==> config.mk <==
export PLATFORM = sky130hd
export DESIGN_NAME = cmd_fifo
export DESIGN_NICKNAME = d
export VERILOG_FILES = /design/src/rtl/ps_pio_cmd_pkg.sv /design/src/rtl/cmd_fifo.sv
export VERILOG_INCLUDE_DIRS = /design/src /design/src/rtl
export SDC_FILE = /design/constraint.sdc
export NUM_CORES = 1
export LEC_CHECK = 0
export BUFFER_PORTS_ARGS = -buffer_cell sky130_fd_sc_hd__buf_2
export CORE_MARGIN = 2
export CORE_UTILIZATION = 60
export DETAILED_ROUTE_END_ITERATION = 6
export GPL_TIMING_DRIVEN = 0
export HOLD_SLACK_MARGIN = 0.05
export PLACE_DENSITY = 0.84
export SYNTH_ARGS = -nofsm -noshare
export SYNTH_HDL_FRONTEND = slang
export SYNTH_SLANG_ARGS = --single-unit
==> constraint.sdc <==
create_clock -name rst -period 4.3 [get_ports rst]
set_clock_uncertainty 0.1 [all_clocks]
set_input_delay 0.215 -clock rst [delete_from_list [all_inputs] [get_ports rst]]
set_output_delay 0.215 -clock rst [all_outputs]
set_load 0.05 [all_outputs]
==> src/rtl/ps_pio_consts.svh <==
/* register window, sub-addresses and sizes of the ps pio channel
   only address bits 9:5 are compared, so the window repeats above 0x3ff
   queue depth must stay a power of two */
`ifndef PS_PIO_CONSTS_SVH
`define PS_PIO_CONSTS_SVH

`define PS_ADDR            16'h100 // window base
`define PS_MASK            16'h3e0 // bits compared against base

// sub-addresses inside the window
`define PS_EN_RST          5'd0    // enable/reset register
`define PS_CMD             5'd1    // command push
`define PS_STATUS_CNTRL    5'd2    // status mode and sequence

`define PS_STATUS_REG_ADDR 8'h02   // first byte of a status packet

`define CMD_FIFO_DEPTH     4       // queue entries
`define CMD_NUM_BYTES      6       // AL AH D0 D1 D2 D3

`endif
==> src/rtl/ps_pio_cmd_pkg.sv <==
/* channel command and status types
   pio_cmd_t matches bits 13:0 of a command push */
`default_nettype none

package ps_pio_cmd_pkg;

    // command word pushed into the queue
    typedef struct packed {
        logic       chn;       // 0 read buffer, 1 write buffer
        logic       need;      // urgent request
        logic [1:0] page;      // buffer page
        logic [9:0] seq_addr;  // sequencer program address
    } pio_cmd_t;

    typedef logic [4:0] cmd_subaddr_t; // address inside window

    // status packet modes, value 2 is reserved
    typedef enum logic [1:0] {
        ST_OFF    = 2'd0,
        ST_SINGLE = 2'd1,
        ST_AUTO   = 2'd3
    } status_mode_t;

endpackage

`default_nettype wire

==> src/rtl/cmd_fifo.sv <==
/* command queue, head always visible on data_out
   writes into a full queue are dropped, DEPTH must be a power of two */
`timescale 1ns/1ns
`default_nettype none
`include "ps_pio_consts.svh"

module cmd_fifo
    import ps_pio_cmd_pkg::*;
#(
    parameter int DEPTH = `CMD_FIFO_DEPTH
) (
    input  logic     rst,
    input  logic     mclk,
    input  logic     sync_rst,
    input  logic     we,
    input  logic     re,
    input  pio_cmd_t data_in,
    output pio_cmd_t data_out,
    output logic     nempty,
    output logic     half_full
);
    localparam int AW = $clog2(DEPTH);

    pio_cmd_t        q [DEPTH];
    logic [AW-1:0]   wptr;
    logic [AW-1:0]   rptr;
    logic [AW:0]     count;    // entries held
    logic            wr_ok;
    logic            rd_ok;

    assign wr_ok     = we && (count != (AW+1)'(DEPTH));
    assign rd_ok     = re && nempty;
    assign nempty    = (count != '0);
    assign half_full = (count >= (AW+1)'(DEPTH / 2));
    assign data_out  = q[rptr];

    always_ff @(posedge rst or negedge mclk) begin
        if (!mclk) begin
            wptr  <= '0;
            rptr  <= '0;
            count <= '0;
        end else if (sync_rst) begin   // channel reset empties queue
            wptr  <= '0;
            rptr  <= '0;
            count <= '0;
        end else begin
            if (wr_ok) wptr <= wptr + AW'(1);
            if (rd_ok) rptr <= rptr + AW'(1);
            count <= count + (AW+1)'(wr_ok) - (AW+1)'(rd_ok);
        end
    end

    always_ff @(posedge rst) begin
        if (wr_ok) q[wptr] <= data_in;
    end

endmodule

`default_nettype wire

## Word level (Yosys, flattened, before mapping)

Memories as Yosys holds them, arrays and structs flattened.
Index checks and enable logic that the tools add are counted.

- Register bits: 7
- Bits in writable memories: 56
- Input bits: 19
- Output and inout bits: 16
- Word-level logic and storage cells: 22
- Memories kept: 1

- Add/subtract/negate cells: 4
- Order comparisons: 1
- Equal/unequal tests: 1
- Multiplexer cells: 7
- Reductions and logical operators: 5

Memories:

| memory | depth | width | read ports | clocked after memory_dff | write ports | line | RTL |
|---|---|---|---|---|---|---|---|
| q | 4 | 14 | 1 | 0 | 1 | cmd_fifo.sv:24 | `pio_cmd_t q [DEPTH];` |

Operators with widths:

| operator | count |
|---|---|
| 2-to-1 mux 2 bit | 4 |
| adder 2 x 1 -> 2 bit (second input constant) | 2 |
| nonzero test 2 bit | 2 |
| adder 3 x 1 -> 3 bit | 1 |
| greater-or-equal comparator 3 x 2 -> 1 bit (second input constant) | 1 |
| 2-to-1 mux 3 bit | 1 |
| != test 3 bit (second input constant) | 1 |
| nonzero test 3 bit | 1 |
| subtractor 3 x 1 -> 3 bit | 1 |
| logical AND 1 bit | 2 |
| 2-to-1 mux 1 bit | 2 |

## Logic depth before layout (Yosys ltp)

Gate-level depths: netlist (run 1).

- Depth after elaboration: 5
- Depth in mapped cells: 10
- Gate-level depth less buffers: 10

## Least setup slack after synthesis (run 1)

No wires, ideal clock.

- Path kind: register to register
- Start: reg count[1]
- End: reg count[2]
- Library setup time: 129 ps
- Data arrival time: 1794 ps
- Data required time: 4071 ps
- Slack: 2277 ps
- Cell stages (with the launch flop): 11
- Buffers on the path: 0
- Period minus slack after synthesis: 2023 ps
- Cells stage by stage: dfrtp_1 nor2_1 a21boi_2 inv_1 ha_1 inv_1 ha_1 inv_1 fa_1 xnor2_1 nor2_1

- Word-level cells in the longest chain between the ends: 5
- Elaborated cells between the ends (all ways): 7
- Those cells by class: add/sub: 2; eq/ne: 1; mux: 1; reduce/logical: 3

Ends and longest elaborated chain:

| what | line | RTL |
|---|---|---|
| start, declared | cmd_fifo.sv:27 | `logic [AW:0] count;` |
| start signal, assigned | cmd_fifo.sv:49 | `count <= count + (AW+1)'(wr_ok) - (AW+1)'(rd_ok);` |
| != test 3 bit | cmd_fifo.sv:31 | `assign wr_ok = we && (count != (AW+1)'(DEPTH));` |
| logical AND 1 bit | cmd_fifo.sv:31 |  |
| adder 3 x 1 -> 3 bit | cmd_fifo.sv:49 |  |
| subtractor 3 x 1 -> 3 bit * | cmd_fifo.sv:49 |  |
| 2-to-1 mux 3 bit * | cmd_fifo.sv:42 | `end else if (sync_rst) begin` |

Mark *: on every way between the ends. The rest lies on a longest branch, timed or not.
A chain may end at the register's enable or synchronous reset.

## Worst setup path in the final report (run 1)

Ends and elaborated chain as after synthesis.

==> results of run 1 <==
-- per-layer routing --
| layer | routed length, um | share of wire (%) | vias up | global-route usage [%] |
|---|---|---|---|---|
| met5 | 0 | 0 | - | 0 |
| met2 | 2620 | 57 | 40 | 40.1 |
| li1 | - | - | 595 | - |
| met3 | 191 | 4.2 | 9 | 6.33 |
| met1 | 1710 | 37 | 675 | 24.9 |
| met4 | 76 | 1.7 | 0 | 10.5 |
-- synth_stat cells, drive strengths merged --
master / instances
inv: 7
xor2: 1
dfrtp: 7
nand2: 1
nand2b: 2
buf: 3
edfxtp: 56
o31a: 1
and2: 4
a21boi: 1
fa: 1
nor2: 7
mux2i: 1
mux4: 14
mux2: 1
o31ai: 1
ha: 7
clkbuf: 1
o311ai: 1
nor2b: 1
xnor2: 2
-- state kept, by name, summed over array words and instances (netlist names) --
register and count:
q 56, wptr 2, count 3, rptr 2
-- power by group through the flow --
stage	combinational, uW	sequential [uW]	clock, uW
after floorplan	536	784	0
after global placement	647	789	0
after detailed placement	675	800	0
after CTS	688	790	473
after global routing	730	795	504
final	680	789	470
-- what timing repair did --
action,4_1_cts,5_1_grt
gates resized for setup,0,0
hold buffers,15,0
setup endpoints to repair,0,0
hold endpoints to repair,63,0
-- final cells by class --
cell class | count | share of cell area, %
Buffer | 4 | 1.30
Clock inverter | 5 | 1.58
Inverter | 7 | 0.852
Timing Repair Buffer | 48 | 10.2
Tap cell | 50 | 2.03
Multi-Input combinational cell | 46 | 19.6
Sequential cell | 63 | 60.2
Clock buffer | 11 | 4.26
-- cells by family (layout without fill, tap and decap cells) --
logic type,count (synthesis),in the layout,share of synthesized area [%]
AND/OR/NAND/NOR,15,15,2.92
flip-flops,63,63,73.5
XOR/XNOR,3,3,1.04
buffers and inverters,11,75,2.62
AO/OA/AOI/OAI,4,4,1.44
multiplexers,16,16,14.2
adder cells (fa/ha/maj),8,8,4.26
-- worst paths after layout --
path / from / to / slack [ps]
max: count[1] / count[2] / 1990
min: mclk / count[0] / 150
max reg2reg: count[1] / count[2] / 1990
min reg2reg: wptr[1] / wptr[1] / 500
max in group asynchronous: mclk / rptr[1] / 3790
min in group rst: sync_rst / rptr[1] / 150
-- worst max-delay path, cell delays in order, from the launching register on --
cell	delay [ps]
dfrtp_1	450
nor2_1	110
a21boi_2	300
inv_1	100
ha_1	290
inv_1	70
ha_1	130
inv_1	50
fa_1	380
xnor2_1	150
nor2_1	60
-- stage by stage --
step                hold slack (ps)  utilization [%]
floorplan                      -181                -
global placement              -46.9             68.4
detailed placement            -41.2             68.4
CTS                             137             76.6
global route                    141             76.6
finish                          148             76.6
==> results.md, run 1 <==
- Status: complete, no violations
- Share of the synthesized area in the top cell type: 66.6%
- Routed WL per cell: 19.6 um
- Syn Nets: about 150
- Core ar.: 4030 um^2
- Worst Setup End Kind: flop
- Antenna viol nets, final: 0
- TNS Setup: 0 ps
- Pwr Density: approximately 630 nW/um^2
- Largest area contributor in the netlist: edfxtp_1
- P_int: around 1200 uW
- Post-CTS setup buffer count: 0
- Register area: 1860 um^2
- Pre-CTS WS: ~2000 ps
- Synth-to-Final Area Change: 22.1%
- Fill cells: approximately 230
- Fin crit share: 53.7%
- Critical path class: reg2reg
- DIE HEIGHT: 68.9 um
- Total gr overflow: 0
- R2R depth: 10
- DRC Markers: 0
- Vias/cell: 5.64
- Worst-Skew Late Latency: ~330 ps
- Commonest non-fill, non-tap cell in the layout: edfxtp_1
- Reg power frac: around two fifths
- Sequential share of the synthesized area: 73.5%
- CTS Sinks: 63
- Fin crit period: approximately 2300 ps
- Routability congestion estimate: around 0.67
- First-pass GRT wire length: 7.13 mm
- Dpl cells: approximately 200
- Max Fclk: 0.433 GHz
- Data arrival time of the critical path: approximately 2400 ps
- Die width: 68.9 um
- DP HPWL: around 3.0 mm
- Layout cells sized above 1: roughly a third
- Pre-Repair DR Iteration Count: 4
- Fin. Hold Viols: 0
- Nets: just over 200
- Final Power: approximately 1900 uW
- Clk network pwr share: 24.3%
- Vias: around 1300
- CTS max path bufs: 2
- Mean Syn Cell Area: around 21 um^2
- Buffers on Ports: 33
- Root Buffer: clkbuf_8
- H-tree depth: 3
- Initial antenna violation count: 0
- Initial Utilization: a little over three fifths
- Largest net degree at the start of global routing: 15
- P_sw: around 700 uW
- Min-Delay Path Class: in2async
- Yosys warns: 0
- Area of the multi-input gates: 603 um^2
- Std-Cell Rows: 23
- Setup WS post-layout: ~2000 ps
- Tightest Pin Transition: about 750 ps
- Area contributors post-synth: edfxtp_1, mux4_2, dfrtp_1
- CTS tree: done
- Post-synthesis sequential element count: between 60 and 70
- Comb pwr share: about a third
- Sw frac: 36.0%
- Synth unique cells: 24
- Mapped cell area: 2530 um^2
- CP required: around 4400 ps
- IO Count: 35
- Slew HR: between 50% and 60%
- Overall Global Routing Usage: 22.5%
- Initial DRC count: 134
- Layout Cells excl Fill: 234
- Ant. Diodes: 0
- Maximum fanout along the worst path: 7
- DP Area: approximately 2800 um^2
- Worst setup SP type: flop
- RSZ-0062 raised after global routing: false
- Die area: ~4700 um^2
- Clk slew on worst S/H paths: around 60 ps
- Post-route design area: just over 3000 um^2
- Vias in the first global route: roughly 1500
- Num CTS Buffers: 9
- Most frequent cells in the layout: edfxtp_1, buf_2, dlygate4sd3_1
- P_leak: ~0.0011 uW
- Final Max Tran Viols: 0
- VDD IR max: approximately 510 uV
- Max Cap Violations: 0
- Post-Synthesis Cells: 120
- Final setup viols: 0
- Wirelength, routed: 4.60 mm
No activity file was read; power rests on OpenSTA's default activity.
==> inputs of run 2 (changes only) <==
--- a/config.mk
+++ b/config.mk
@@ -8,11 +8,11 @@
 export LEC_CHECK = 0
 export BUFFER_PORTS_ARGS = -buffer_cell sky130_fd_sc_hd__buf_2
 export CORE_MARGIN = 2
-export CORE_UTILIZATION = 60
+export CORE_UTILIZATION = 50
 export DETAILED_ROUTE_END_ITERATION = 6
 export GPL_TIMING_DRIVEN = 0
 export HOLD_SLACK_MARGIN = 0.05
-export PLACE_DENSITY = 0.84
+export PLACE_DENSITY = 0.75
 export SYNTH_ARGS = -nofsm -noshare
 export SYNTH_HDL_FRONTEND = slang
 export SYNTH_SLANG_ARGS = --single-unit
==> constraint.sdc (replaced) <==
create_clock -name rst -period 1.85 [get_ports rst]
set_clock_uncertainty 0.1 [all_clocks]
set_input_delay 0.0925 -clock rst [delete_from_list [all_inputs] [get_ports rst]]
set_output_delay 0.0925 -clock rst [all_outputs]
set_load 0.05 [all_outputs]
==> results.md, run 2 (synthesized netlist as in run 1, its figures left out) <==
- Routability congestion estimate: 0.663 (was 0.674)
- Worst setup SP type: flop (unchanged)
- Worst-Skew Late Latency: 340 ps (was 330 ps)
- Failing checks: setup timing
- CP required: 1970 ps (was 4400 ps)
- CTS Sinks: 63 (unchanged)
- Delay-heaviest family, CP: adder cells (unchanged)
- Core Util, Final: 69.3% (was 76.6%)
- Initial antenna violation count: 0 (unchanged)
- Antenna viol nets, final: 0 (unchanged)
- Synth-to-Final Area Change: 31.2% (was 22.1%)
- Max Cap Violations: 0 (unchanged)
- Critical Path, Cell by Cell: o31a_1, ha_1, inv_1, ha_2, inv_2, fa_2, xnor2_2, nor2_1 (was nor2_1, a21boi_2, inv_1, ha_1, inv_1, ha_1, inv_1, fa_1, xnor2_1, nor2_1)
- Vias in the first global route: 1416 (was 1453)
- Largest Register: q (unchanged)
- CP peak stage delay: 440 ps (was 450 ps)
- Commonest non-fill, non-tap cell in the layout: edfxtp_1 (unchanged)
- R2r startpoint: count[1] (unchanged)
- Data arrival time of the critical path: 2230 ps (was 2410 ps)
- Final setup viols: 2 (was 0)
- RR Endpoint: count[2] (unchanged)
- IO Count: 35 (unchanged)
- R2R depth: 8 (was 10)
- Vias: 1336 (was 1319)
- Initial DRC count: 118 (was 134)
- Die area: 5640 um^2 (was 4750 um^2)
- Worst path bufs/invs: 2 (was 3)
- Worst Setup End Kind: flop (unchanged)
- Critical path class: reg2reg (unchanged)
- Initial Utilization: 52.8% (was 62.7%)
- Fin crit period: 2100 ps (was 2310 ps)
- Num CTS Buffers: 9 (unchanged)
- CTS max path bufs: 2 (unchanged)
- Wirelength, routed: 4.69 mm (was 4.60 mm)
- Min-Delay Path Class: in2reg (was in2async)
- Nets: 219 (was 206)
- Vias/cell: 5.06 (was 5.64)
- Crit path launch: count[1] (unchanged)
- Pwr Density: 1470 nW/um^2 (was 629 nW/um^2)
- CTS tree: done (unchanged)
- Total gr overflow: 0 (unchanged)
- Die width: 75.1 um (was 68.9 um)
- Root Buffer: clkbuf_8 (unchanged)
- Setup WS post-layout: -252 ps (was 1990 ps)
- Final Max Tran Viols: 0 (unchanged)
- Largest net degree at the start of global routing: 15 (unchanged)
- WHS Path Cells: 3
- VDD IR max: 1130 uV (was 514 uV)
- Core ar.: 4790 um^2 (was 4030 um^2)
- Routed WL per cell: 17.8 um (was 19.6 um)
- Buffers on Ports: 33 (unchanged)
- Pre-Repair DR Iteration Count: 4 (unchanged)
- Slowest-stage cell, CP: dfrtp_2 (was dfrtp_1)
- First-pass GRT wire length: 7.09 mm (was 7.13 mm)
- Worst Setup EP: count[2] (unchanged)
- Layout cells sized above 1: 45.2% (was 32.1%)
- Max FFs per register: 56 (unchanged)
- Final Power: 4880 uW (was 1940 uW)
- P_leak: 0.00123 uW (was 0.00115 uW)
- RSZ-0062 raised after global routing: true (was false)
- Max Fclk: 0.476 GHz (was 0.433 GHz)
- Std-Cell Rows: 25 (was 23)
- Overall Global Routing Usage: 18.4% (was 22.5%)
- H-tree depth: 3 (unchanged)
- Most frequent cells in the layout: edfxtp_1, buf_2, dlygate4sd3_1 (unchanged)
- Fin. Hold Viols: 0 (unchanged)
- Ant. Diodes: 0 (unchanged)
- Maximum fanout along the worst path: 3 (was 7)
- DRC Markers: 0 (unchanged)
- Worst path depth: 8 (was 10)
- Pre-CTS WS: -379 ps (was 2010 ps)
- DP HPWL: 2.77 mm (was 3.00 mm)
- Status: finished with violations (was complete, no violations)
- Slew HR: 67.2% (was 50.3%)
- Biggest regs: q (56), count (3) (unchanged)
- Reg2reg setup slack: -250 ps (was 1990 ps)
- Fin crit share: 114% (was 53.7%)
- Tightest Pin Transition: 486 ps (was 746 ps)
- Clk slew on worst S/H paths: 70 ps (was 60 ps)
- DIE HEIGHT: 75.1 um (was 68.9 um)
==> run 2: final cells by class <==
| type | count | area [um^2] |
|---|---|---|
| inverter | 7 | 26.3 |
| tap | 67 | 83.8 |
| buffer | 4 | 42.5 |
| sequential | 63 | 1860 |
| fill | 298 | 1470 |
| clock inverter | 6 | 27.5 |
| clock buffer | 10 | 128 |
| multi-input combinational | 46 | 616 |
| timing repair buffer | 61 | 531 |
==> run 2: routing by layer <==
layer  up-vias  track usage [%]  wire length (um)
met2        48             31.3              2540
li1        617                -                 -
met1       657             20.7              1800
met4         0             11.1               133
met5         -                0                 0
met3        14             4.95               221
==> run 2: power breakdown <==
part           internal (uW)  switching [uW]
registers               1740            94.1
logic                    903            1170
clock network            467             503
==> run 2: worst min path at each step <==
stage                     startpoint       end  slack, ps
after floorplan                 mclk  count[0]       -300
after global placement          mclk   wptr[0]       -170
after detailed placement        mclk  count[2]       -160
after CTS                   sync_rst   wptr[0]         70
after global routing        sync_rst   wptr[0]        100
final                       sync_rst   wptr[0]         60
==> run 2: worst register-to-register path, stage by stage (launching register included) <==
cell and delay [ps]:
dfrtp_2 440, o31a_1 320, ha_1 270, inv_1 70, ha_2 170, inv_2 40
fa_2 360, xnor2_2 170, nor2_1 50
==> run 2: timing repair <==
item	CTS	global route
cloned	1	0
gates resized for setup	34	21
endpoints found under the hold margin	66	0
hold buffers	18	0
buffers inserted	8	1
pin swaps	3	1
setup endpoints to repair	67	11
==> run 2: through the flow <==
stage | instance area (um^2) | cells | TNS [ps] | hold WS, ps
floorplan | 2530 | 120 | -335 | -303
global placement | 2780 | 220 | -2870 | -169
detailed placement | 2780 | 220 | -7370 | -162
CTS | 3250 | 263 | -414 | 66.4
global route | 3310 | 264 | -653 | 95.5
finish | 3310 | 264 | -486 | 64.4
==> inputs of run 3 (changes only) <==
--- a/config.mk
+++ b/config.mk
@@ -6,13 +6,14 @@
 export SDC_FILE = /design/constraint.sdc
 export NUM_CORES = 1
 export LEC_CHECK = 0
-export BUFFER_PORTS_ARGS = -buffer_cell sky130_fd_sc_hd__buf_2
 export CORE_MARGIN = 2
-export CORE_UTILIZATION = 50
+export CORE_UTILIZATION = 56
 export DETAILED_ROUTE_END_ITERATION = 6
+export DONT_BUFFER_PORTS = 1
 export GPL_TIMING_DRIVEN = 0
 export HOLD_SLACK_MARGIN = 0.05
 export PLACE_DENSITY = 0.75
+export RECOVER_POWER = 50
 export SYNTH_ARGS = -nofsm -noshare
 export SYNTH_HDL_FRONTEND = slang
 export SYNTH_SLANG_ARGS = --single-unit
==> results.md, run 3 (synthesized netlist as in run 1, its figures left out) <==
- Status: finished with violations (unchanged)
- Failing checks: setup timing (unchanged)
- Fin crit period: 2040 ps (was 2100 ps)
- Root Buffer: clkbuf_8 (unchanged)
- CP required: 1960 ps (was 1970 ps)
- Tightest Pin Transition: 596 ps (was 486 ps)
- Maximum fanout along the worst path: 4 (was 3)
- CTS max path bufs: 2 (unchanged)
- Core Util, Final: 71.1% (was 69.3%)
- Max FFs per register: 56 (unchanged)
- Wirelength, routed: 4.30 mm (was 4.69 mm)
- Overall Global Routing Usage: 19.7% (was 18.4%)
- Antenna viol nets, final: 0 (unchanged)
- Worst Setup End Kind: flop (unchanged)
- Vias: 1235 (was 1336)
- Core ar.: 4350 um^2 (was 4790 um^2)
- Layout Cells excl Fill: 220 (was 264)
- Data arrival time of the critical path: 2150 ps (was 2230 ps)
- Critical path class: reg2reg (unchanged)
- Pwr Density: 1500 nW/um^2 (was 1470 nW/um^2)
- Biggest regs: q (56), count (3) (unchanged)
- DRC Markers: 0 (unchanged)
- Total gr overflow: 0 (unchanged)
- Die width: 71.2 um (was 75.1 um)
- Initial DRC count: 90 (was 118)
- Min-Delay Path Class: in2reg (unchanged)
- Commonest non-fill, non-tap cell in the layout: edfxtp_1 (unchanged)
- Slew HR: 60.4% (was 67.2%)
- Std-Cell Rows: 24 (was 25)
- Buffers on Ports: 0 (was 33)
- Max Fclk: 0.491 GHz (was 0.476 GHz)
- First-pass GRT wire length: 7.09 mm (about the same)
- Final Max Tran Viols: 0 (unchanged)
- Setup WS post-layout: -188 ps (was -252 ps)
- Routability congestion estimate: 0.759 (was 0.663)
- H-tree depth: 3 (unchanged)
- WHS Path Cells: 4 (was 3)
- Clk slew on worst S/H paths: 60 ps (was 70 ps)
- IO Count: 35 (unchanged)
- Synth-to-Final Area Change: 22.5% (was 31.2%)
- Largest Register: q (unchanged)
- Nets: 190 (was 219)
- VDD IR max: 1430 uV (was 1130 uV)
- Most frequent cells in the layout: edfxtp_1, dlygate4sd3_1, mux4_2 (was edfxtp_1, buf_2, dlygate4sd3_1)
- Ant. Diodes: 0 (unchanged)
- Fin crit share: 110% (was 114%)
- DIE HEIGHT: 71.2 um (was 75.1 um)
- CTS tree: done (unchanged)
- Max Cap Violations: 0 (unchanged)
- Vias/cell: 5.61 (was 5.06)
- Die area: 5060 um^2 (was 5640 um^2)
- Layout cells sized above 1: 32.7% (was 45.2%)
- Fin. Hold Viols: 0 (unchanged)
- R2R depth: 7 (was 8)
- Routed WL per cell: 19.6 um (was 17.8 um)
- Num CTS Buffers: 9 (unchanged)
- DP Area: 2600 um^2 (was 2780 um^2)
- Vias in the first global route: 1363 (was 1416)
- Pre-Repair DR Iteration Count: 4 (unchanged)
- Largest net degree at the start of global routing: 15 (unchanged)
- Initial antenna violation count: 0 (unchanged)
- Worst setup SP type: flop (unchanged)
- Initial Utilization: 58.0% (was 52.8%)
- Post-route design area: 3100 um^2 (was 3310 um^2)
- CTS Sinks: 63 (unchanged)
- P_leak: 0.00109 uW (was 0.00123 uW)
- Worst-Skew Late Latency: 320 ps (was 340 ps)
- Dpl cells: 172 (was 220)
- DP HPWL: 2.64 mm (was 2.77 mm)
- RSZ-0062 raised after global routing: true (unchanged)
- Hold WS: 113 ps (was 64.4 ps)
- Final setup viols: 7 (was 2)
run 3: changes by cell type in the layout (fill, tap and decap cells not counted), moves of 2 or more:
cell,previous run,this run
inv_2,2,0
buf_2,21,0
buf_8,3,0
clkbuf_1,2,4
buf_6,11,4
inv_1,5,7
run 3: layout make-up:
cell class	count	area, um^2
clock buffers	11	131
plain buffers	4	42.5
clock inverters	5	48.8
inverters	7	26.3
repair buffers	32	308
fillers	268	1260
well taps	52	65.1
flip-flops and latches	63	1860
multi-input cells	46	612
run 3: path summary, 6_finish.rpt:
| kind | from | to | slack [ps] |
|---|---|---|---|
| max | count[1] | count[1] | -190 |
| min | re | rptr[0] | 110 |
| max reg2reg | count[1] | count[1] | -190 |
| min reg2reg | wptr[1] | wptr[1] | 550 |
| max in group asynchronous | mclk | count[0] | 830 |
| min in group asynchronous | mclk | count[2] | 540 |
run 3: stage by stage:
| step | setup slack [ps] | total power, uW | setup TNS [ps] |
|---|---|---|---|
| 2_1_floorplan | -149 | 3080 | -335 |
| 3_3_place_gp | -245 | 3200 | -5190 |
| 3_5_place_dp | -356 | 3280 | -8560 |
| 4_1_cts | -186 | 4690 | -847 |
| 5_1_grt | -281 | 4860 | -2800 |
| 6_report | -188 | 4640 | -537 |
run 3: what timing repair did:
item | 4_1_cts | 5_1_grt
hold buffers | 19 | 0
hold endpoints to repair | 67 | 0
endpoints found under the setup margin | 73 | 26
cloned | 1 | 0
resized for setup | 17 | 4
pin swaps | 4 | 0
setup buffers | 10 | 4
run 3: worst max-delay path, cell delays in order (launching register included):
cell and delay (ps):
dfrtp_2 430, o31a_1 320, ha_1 270, inv_1 50
ha_1 140, inv_1 50, fa_2 520, nor2_1 40
run 3: layer usage:
| layer | vias to the layer above | GRT usage, % | part of all wire [%] |
|---|---|---|---|
| met5 | - | 0 | 0 |
| met3 | 4 | 6.70 | 5.4 |
| li1 | 557 | - | - |
| met1 | 633 | 24.2 | 40 |
| met2 | 41 | 33.1 | 54 |
| met4 | 0 | 6.29 | 0.86 |
run 3: report_power, final:
part	internal [uW]	switching (uW)	leakage, uW	total, uW
sequential	1740	86.0	0.000600	1830
clock	611	465	0.0000945	1080
combinational	644	1090	0.000395	1740
total	3000	1640	0.00109	4640
